<file path="src/conv_pkg.sv">
package conv_pkg;

  // engine geometry.
  localparam int CORES     = 4;   // output channels.
  localparam int UNITS     = 2;   // pixels per beat.

  // datapath widths.
  localparam int WORD_IN   = 8;   // pixel and weight.
  localparam int WORD_PROD = 16;  // full signed product.
  localparam int WORD_SUM  = 20;  // accumulator.
  localparam int USER_W    = 4;   // tag carried with the last beat.

  // 16 full-scale products of 2**14 reach 2**18, inside a signed 20 bit sum.
  localparam int MAX_BEATS = 16;

  // multiplier depth, join register included.
  localparam int MUL_DELAY = 3;

  typedef logic signed [WORD_IN-1:0]   pixel_t;
  typedef logic signed [WORD_IN-1:0]   weight_t;
  typedef logic signed [WORD_PROD-1:0] product_t;
  typedef logic signed [WORD_SUM-1:0]  sum_t;
  typedef logic        [USER_W-1:0]    user_t;

  // one pixel beat, last marks the end of a packet.
  typedef struct packed {
    pixel_t [UNITS-1:0] pixels;
    logic               last;
    user_t              user;
  } pix_beat_t;

  // one weight beat, a weight per core.
  typedef struct packed {
    weight_t [CORES-1:0] weights;
  } wt_beat_t;

  // pixel and weight beats taken in the same cycle.
  typedef struct packed {
    logic                valid;
    logic                last;
    user_t               user;
    pixel_t  [UNITS-1:0] pixels;
    weight_t [CORES-1:0] weights;
  } join_beat_t;

  // every core by unit product with its tags.
  typedef struct packed {
    logic                                 valid;
    logic                                 last;
    user_t                                user;
    product_t [CORES-1:0][UNITS-1:0]      products;
  } prod_beat_t;

  // finished sums of one packet.
  typedef struct packed {
    sum_t [CORES-1:0][UNITS-1:0] sums;
  } result_t;

endpackage

</file>
<file path="src/beat_join.sv">
`timescale 1ns/100ps

module beat_join (
  input  logic                 clk,
  input  logic                 rst_n,
  input  logic                 clken,           // downstream ready, freezes all.
  input  logic                 s_pixels_valid,
  input  conv_pkg::pix_beat_t  s_pixels,
  output logic                 s_pixels_ready,
  input  logic                 s_weights_valid,
  input  conv_pkg::wt_beat_t   s_weights,
  output logic                 s_weights_ready,
  output conv_pkg::join_beat_t beat             // registered pair.
);

  logic                                    valid_q;    // pair taken last enabled cycle.
  logic                                    last_q;     // end of packet.
  conv_pkg::user_t                         user_q;     // tag of the pixel beat.
  conv_pkg::pixel_t  [conv_pkg::UNITS-1:0] pixels_q;
  conv_pkg::weight_t [conv_pkg::CORES-1:0] weights_q;

  // each side waits for the other.
  // a lone pixel or weight beat is never taken.
  assign s_pixels_ready  = clken & s_weights_valid;
  assign s_weights_ready = clken & s_pixels_valid;

  // valid marks a real transfer.
  always_ff @(posedge clk or negedge rst_n) begin
    if (!rst_n) begin
      valid_q <= 1'b0;
    end else if (clken) begin
      valid_q <= s_pixels_valid & s_weights_valid;  // both handshakes fire together.
    end
  end

  // payload follows every enabled edge.
  always_ff @(posedge clk) begin
    if (clken) begin
      last_q    <= s_pixels.last;
      user_q    <= s_pixels.user;
      pixels_q  <= s_pixels.pixels;
      weights_q <= s_weights.weights;
    end
  end

  // pack the pair for the multipliers.
  assign beat = '{
    valid:   valid_q,
    last:    last_q,
    user:    user_q,
    pixels:  pixels_q,
    weights: weights_q
  };

endmodule

</file>
<file path="src/mul_array.sv">
`timescale 1ns/100ps

module mul_array (
  input  logic                 clk,
  input  logic                 rst_n,
  input  logic                 clken,  // stalls the whole pipe.
  input  conv_pkg::join_beat_t beat,   // joined pixels and weights.
  output conv_pkg::prod_beat_t prod    // products, MUL_DELAY after acceptance.
);

  // products of the beat at the input, ahead of the first register.
  conv_pkg::product_t [conv_pkg::CORES-1:0][conv_pkg::UNITS-1:0] mul_now;

  // product registers, stage 0 first.
  conv_pkg::product_t [conv_pkg::CORES-1:0][conv_pkg::UNITS-1:0]
    mul_pipe [conv_pkg::MUL_DELAY-2:0];

  // tags travel beside the products.
  logic [conv_pkg::MUL_DELAY-2:0]            valid_pipe;
  logic [conv_pkg::MUL_DELAY-2:0]            last_pipe;
  conv_pkg::user_t [conv_pkg::MUL_DELAY-2:0] user_pipe;

  // signed multiply, every core against every unit.
  always_comb begin
    for (int c = 0; c < conv_pkg::CORES; c++) begin
      for (int u = 0; u < conv_pkg::UNITS; u++) begin
        if (beat.valid) begin
          mul_now[c][u] = conv_pkg::pixel_t'(beat.pixels[u])
                        * conv_pkg::weight_t'(beat.weights[c]);
        end else begin
          mul_now[c][u] = '0;  // idle slots carry zero.
        end
      end
    end
  end

  // valid pipe, the only state cleared by reset.
  always_ff @(posedge clk or negedge rst_n) begin
    if (!rst_n) begin
      valid_pipe <= '0;
    end else if (clken) begin
      valid_pipe[0] <= beat.valid;
      for (int s = 1; s < conv_pkg::MUL_DELAY - 1; s++) begin
        valid_pipe[s] <= valid_pipe[s-1];
      end
    end
  end

  // product and tag registers.
  always_ff @(posedge clk) begin
    if (clken) begin
      mul_pipe[0]  <= mul_now;      // first stage holds the raw products.
      last_pipe[0] <= beat.last;
      user_pipe[0] <= beat.user;
      // later stages only retime.
      for (int s = 1; s < conv_pkg::MUL_DELAY - 1; s++) begin
        mul_pipe[s]  <= mul_pipe[s-1];
        last_pipe[s] <= last_pipe[s-1];
        user_pipe[s] <= user_pipe[s-1];
      end
    end
  end

  // last stage feeds the accumulators.
  always_comb begin
    prod.valid    = valid_pipe[conv_pkg::MUL_DELAY-2];
    prod.last     = last_pipe[conv_pkg::MUL_DELAY-2];
    prod.user     = user_pipe[conv_pkg::MUL_DELAY-2];
    prod.products = mul_pipe[conv_pkg::MUL_DELAY-2];
  end

endmodule

</file>
<file path="src/acc_array.sv">
`timescale 1ns/100ps

module acc_array (
  input  logic                 clk,
  input  logic                 rst_n,
  input  logic                 clken,    // downstream ready.
  input  conv_pkg::prod_beat_t prod,     // products from the multipliers.
  output logic                 m_valid,  // one enabled cycle per packet.
  output conv_pkg::result_t    m_data,   // sums of the finished packet.
  output conv_pkg::user_t      m_user    // tag of its last beat.
);

  conv_pkg::sum_t [conv_pkg::CORES-1:0][conv_pkg::UNITS-1:0] acc_q;     // running sums.
  conv_pkg::sum_t [conv_pkg::CORES-1:0][conv_pkg::UNITS-1:0] acc_next;  // sums after this beat.

  logic first_q;   // next valid beat opens a packet.
  logic pkt_done;  // valid last product at the input.

  assign pkt_done = prod.valid & prod.last;

  // load on the first beat, add afterwards.
  // this clears the old packet without a separate clear cycle.
  always_comb begin
    for (int c = 0; c < conv_pkg::CORES; c++) begin
      for (int u = 0; u < conv_pkg::UNITS; u++) begin
        if (first_q) begin
          acc_next[c][u] = conv_pkg::sum_t'(prod.products[c][u]);
        end else begin
          acc_next[c][u] = acc_q[c][u] + conv_pkg::sum_t'(prod.products[c][u]);
        end
      end
    end
  end

  // packet boundary tracking and the output valid.
  always_ff @(posedge clk or negedge rst_n) begin
    if (!rst_n) begin
      first_q <= 1'b1;  // first packet starts clean.
      m_valid <= 1'b0;
    end else if (clken) begin
      m_valid <= pkt_done;  // drops again on the following enabled edge.
      if (prod.valid) begin
        first_q <= prod.last;  // a last beat arms the next clear.
      end
    end
  end

  // accumulators step only on valid products.
  always_ff @(posedge clk) begin
    if (clken && prod.valid) begin
      acc_q <= acc_next;
    end
  end

  // result register.
  // catches the new sums on the same edge as the accumulators.
  always_ff @(posedge clk) begin
    if (clken && pkt_done) begin
      m_data.sums <= acc_next;
      m_user      <= prod.user;  // tag rides with the last beat.
    end
  end

endmodule

</file>
<file path="src/conv_engine.sv">
`timescale 1ns/100ps

module conv_engine (
  input  logic                clk,
  input  logic                rst_n,
  input  logic                clken,            // downstream ready, global enable.
  // pixel stream.
  input  logic                s_pixels_valid,
  input  conv_pkg::pix_beat_t s_pixels,
  output logic                s_pixels_ready,
  // weight stream.
  input  logic                s_weights_valid,
  input  conv_pkg::wt_beat_t  s_weights,
  output logic                s_weights_ready,
  // result.
  output logic                m_valid,
  output conv_pkg::result_t   m_data,
  output conv_pkg::user_t     m_user
);

  conv_pkg::join_beat_t join_beat;  // join to multipliers.
  conv_pkg::prod_beat_t prod_beat;  // multipliers to accumulators.

  // pairs a pixel beat with a weight beat.
  beat_join u_join (
    .clk             (clk),
    .rst_n           (rst_n),
    .clken           (clken),
    .s_pixels_valid  (s_pixels_valid),
    .s_pixels        (s_pixels),
    .s_pixels_ready  (s_pixels_ready),
    .s_weights_valid (s_weights_valid),
    .s_weights       (s_weights),
    .s_weights_ready (s_weights_ready),
    .beat            (join_beat)
  );

  // cores x units products, tags kept aligned.
  mul_array u_mul (
    .clk   (clk),
    .rst_n (rst_n),
    .clken (clken),
    .beat  (join_beat),
    .prod  (prod_beat)
  );

  // sums over the beats of a packet.
  // the result leaves one enabled cycle after the last product.
  acc_array u_acc (
    .clk     (clk),
    .rst_n   (rst_n),
    .clken   (clken),
    .prod    (prod_beat),
    .m_valid (m_valid),
    .m_data  (m_data),
    .m_user  (m_user)
  );

endmodule

</file>
<file path="config.mk">
export PLATFORM = sky130hd
export DESIGN_NAME = conv_engine
export DESIGN_NICKNAME = d
export VERILOG_FILES = /design/src/conv_pkg.sv /design/src/beat_join.sv /design/src/mul_array.sv /design/src/acc_array.sv /design/src/conv_engine.sv
export SDC_FILE = /design/constraint.sdc
export NUM_CORES = 2
export LEC_CHECK = 0
export BUFFER_PORTS_ARGS = -buffer_cell sky130_fd_sc_hd__buf_2
export CAP_MARGIN = 5
export CORE_UTILIZATION = 48
export CTS_BUF_LIST = sky130_fd_sc_hd__clkbuf_8
export DETAILED_ROUTE_END_ITERATION = 6
export PLACE_DENSITY = 0.75
export RECOVER_POWER = 100
export SLEW_MARGIN = 20
export SYNTH_ARGS = -nofsm -noshare
export SYNTH_HDL_FRONTEND = slang
export SYNTH_SLANG_ARGS = --single-unit
export TNS_END_PERCENT = 10
</file>
<file path="constraint.sdc">
create_clock -name clk -period 9.7 [get_ports clk]
set_input_delay 0.485 -clock clk [delete_from_list [all_inputs] [get_ports clk]]
set_output_delay 0.485 -clock clk [all_outputs]
set_load 0.05 [all_outputs]
</file>
==> flow_summary.json <==
{
  "status": "complete, but fails checks",
  "dieWidth_um": 323,
  "dp.cells": 5980,
  "n_fill_cell": 8872,
  "post-route-min-period_ns": 7.02,
  "grt_first_pass_wirelength_um": 175000,
  "syn_avg_cell_area_um2": 11.0,
  "async_reset_ff_share_pct": 0.772,
  "multiInputGateArea_mm2": 0.0270,
  "drt-total-wl_um": 108000,
  "cts_root_buf": "clkbuf_8",
  "hold_viol_final": 0,
  "ir_worst_vdd_mv": 0.166,
  "drtPass1Iterations": 6,
  "crit_required_ns": 10.05,
  "cp-end-kind": "flop",
  "p_clk_share_pct": 17.0,
  "clock_skew_ns": 0.0447,
  "post-route-period-util_pct": 72.3,
  "yosys-mux-area-fraction_pct": 0.909,
  "clockBufferDepth": 3,
  "combPwrFrac_pct": 55.3,
  "clock-sinks": 648,
  "syn_inst": 4503,
  "synth-adder-area-share_pct": 27.8,
  "fmax_mhz": 143,
  "cts_resized": 0,
  "path_class": "in -> reg",
  "p_sw_share_pct": 42.1,
  "timing.critical_path.from": "clken",
  "worst_r2r_startpoint": "u_acc.first_q",
  "yosys_warnings": 0,
  "viasPerCell": 5.34,
  "synth_seq_area_share_pct": 39.2,
  "post-place-ws_ns": 4.37,
  "worstPathArrival_ns": 7.36,
  "crit_path_start_kind": "input pin",
  "timing.final.ws_setup_ns": 2.68,
  "cts_tree": "built",
  "via_count": 33330,
  "slew_headroom_pct": -260,
  "p_int_uw": 8950,
  "place_hpwl_um": 79100,
  "p_switching_uw": 6500,
  "ys_ff_latch": 648,
  "synth-edff-count": 643,
  "start_util_pct": 48.6,
  "rsz0062_at_grt": "no",
  "cts-buffers-inserted": 107,
  "dieArea_mm2": 0.105,
  "ys.flop_type": "edfxtp_1",
  "drc": 0,
  "syn_area_mm2": 0.0496,
  "violations": "capacitance limit, slew limit",
  "cp_max_fo": 98,
  "min_path_type": "in -> async",
  "grt_max_degree": 173,
  "final_cells": 6244,
  "synth_xor_area_share_pct": 3.36,
  "overflow": 0,
  "cellLeakagePower_uw": 0.0232,
  "drt_iter0_markers": 2345,
  "setup_tns_ns": 0,
  "synthToLayoutAreaGrowth_pct": 10.4,
  "seqCellArea_mm2": 0.0194,
  "maxSlewViolCount": 541,
  "synth_compound_area_share_pct": 8.90,
  "seqPwrFrac_pct": 27.7,
  "synth_fp_nets": 5393,
  "fp.dieH_um": 323,
  "final_area_mm2": 0.0547,
  "drive_gt1_share_pct": 5.21,
  "power_density_mw_per_mm2": 282,
  "synth_top_family_by_area": "adder cells",
  "rows": 117,
  "clk_pin_slew_ns": 0.07,
  "insertion_delay_ns": 0.76,
  "io_buffers": 224,
  "htreeDepth": 3,
  "place.gp.congestion": 0.902,
  "dpl_cell_area_mm2": 0.0521,
  "synth_cell_types": 76,
  "wire_per_inst_um": 17.3,
  "grt_pass1_vias": 33543,
  "antenna_found_initial": 8,
  "detail-route-antenna-nets": 0,
  "worstMarginPinSlew_ns": 5.39,
  "io-pin-count": 225,
  "synth_simple_gate_area_share_pct": 13.6,
  "nets": 5667,
  "setup_viol": 0,
  "drv_cap": 8,
  "gr-usage-all-layers_pct": 21.1,
  "coreArea_mm2": 0.102
}
## synthesized netlist by cell type, drive strengths merged, types with 41 or more instances
cell	instances	area [µm²]
nand3	41	205
nand2	333	1250
xor2	83	727
ha	384	4800
fa	448	8970
nor3	88	440
xnor2	107	937
a21oi	146	731
edfxtp	643	19300
inv	687	2580
nand2b	52	325
clkbuf	127	477
nor2b	76	483
nor2	180	676
a21o	68	510
o21ai	197	986
and2	367	2300
## sequential cells by signal, summed over array words and instances (netlist names), 2 cells and up
signal            cells
u_mul.last_pipe       2
u_mul.prod            4
u_mul.valid_pipe      2
u_acc.m_user          4
u_acc.acc_q         160
u_acc.m_data        160
u_mul.mul_pipe      256
u_join.beat          48
u_join.user_q         4
u_mul.user_pipe       4
## cell usage in the layout, fill, tap and decap left out, drive strengths merged, types with 18 or more instances in the layout
master       instances
mux2i               18
dlygate4sd3         55
nand3               41
o31ai               30
xor2                83
a211oi              36
buf                 46
nand2              333
clkinv              37
a31oi               22
and3                23
nand2b              52
nor3b               26
fa                 448
xnor2              107
o21ai              197
nor2               180
edfxtp             643
inv                713
nor2b               76
ha                 384
mux2                24
and2               367
or3                 40
o21a                35
a21o                68
nand4               21
nor3                88
clkbuf             317
a21oi              146
## final cells by class
class,instances,share of cell area (%)
multi-input combinational,3028,49.4
timing repair buffer,305,2.94
tap,1368,3.13
clock inverter,90,1.45
antenna,5,0.0229
inverter,687,4.72
clock buffer,113,2.84
sequential,648,35.5
## kinds of logic (layout without fill, tap and decap cells)
family	count (synthesis)	after routing
DFF	648	648
adders and majority gates	832	832
muxes	42	42
AOI/OAI and AO/OA	676	676
xor gates and xnor gates	190	190
buffers and inverters	827	1195
and+or+nand+nor	1288	1288
other	0	5
## routing by layer
layer	part of all wire [%]	global-route usage (%)
met1	46	30.0
met2	45	33.2
met3	6.4	3.27
met4	2.3	6.16
met5	0.016	0
## repair_timing
item                                   in CTS  in global routing
buffers inserted                            0                  0
endpoints found under the hold margin      59                  0
hold buffers                               55                  0
## final timing paths
check | to | slack [ns] | cells after the start
min in group clk | u_join.valid_q | 0.17 | 3
worst min-delay path | u_acc.m_valid | 0.17 | 2
worst min register to register | u_mul.mul_pipe[0][146] | 0.41 | 0
worst max-delay path | u_acc.m_data[148] | 2.68 | 5
max in group asynchronous | u_acc.first_q | 9.24 | 2
worst max register to register | u_acc.acc_q[159] | 3.46 | 7
## power groups by stage
stage | logic [µW] | registers [µW] | clock network, µW
after CTS | 8550 | 4270 | 2710
after floorplan | 6580 | 4250 | 0
after global placement | 8200 | 4310 | 0
final | 8530 | 4280 | 2630
after global routing | 9750 | 4330 | 2810
after detailed placement | 8460 | 4330 | 0
## through the flow
step | hold slack, ns | util [%] | total power (µW)
2_1_floorplan | 0.189 | - | 10800
4_1_cts | 0.0646 | 53.9 | 15500
6_report | 0.168 | 53.6 | 15400
3_5_place_dp | 0.315 | 51.1 | 12800
3_3_place_gp | 0.312 | 51.1 | 12500
5_1_grt | 0.171 | 53.6 | 16900
## worst max-delay path: stages
cell      delay (ns)
clkbuf_1        3.69
and2_4          0.99
nand2_1         0.25
inv_6           0.34
clkbuf_2        1.36
No activity file was read; power rests on OpenSTA's default activity.
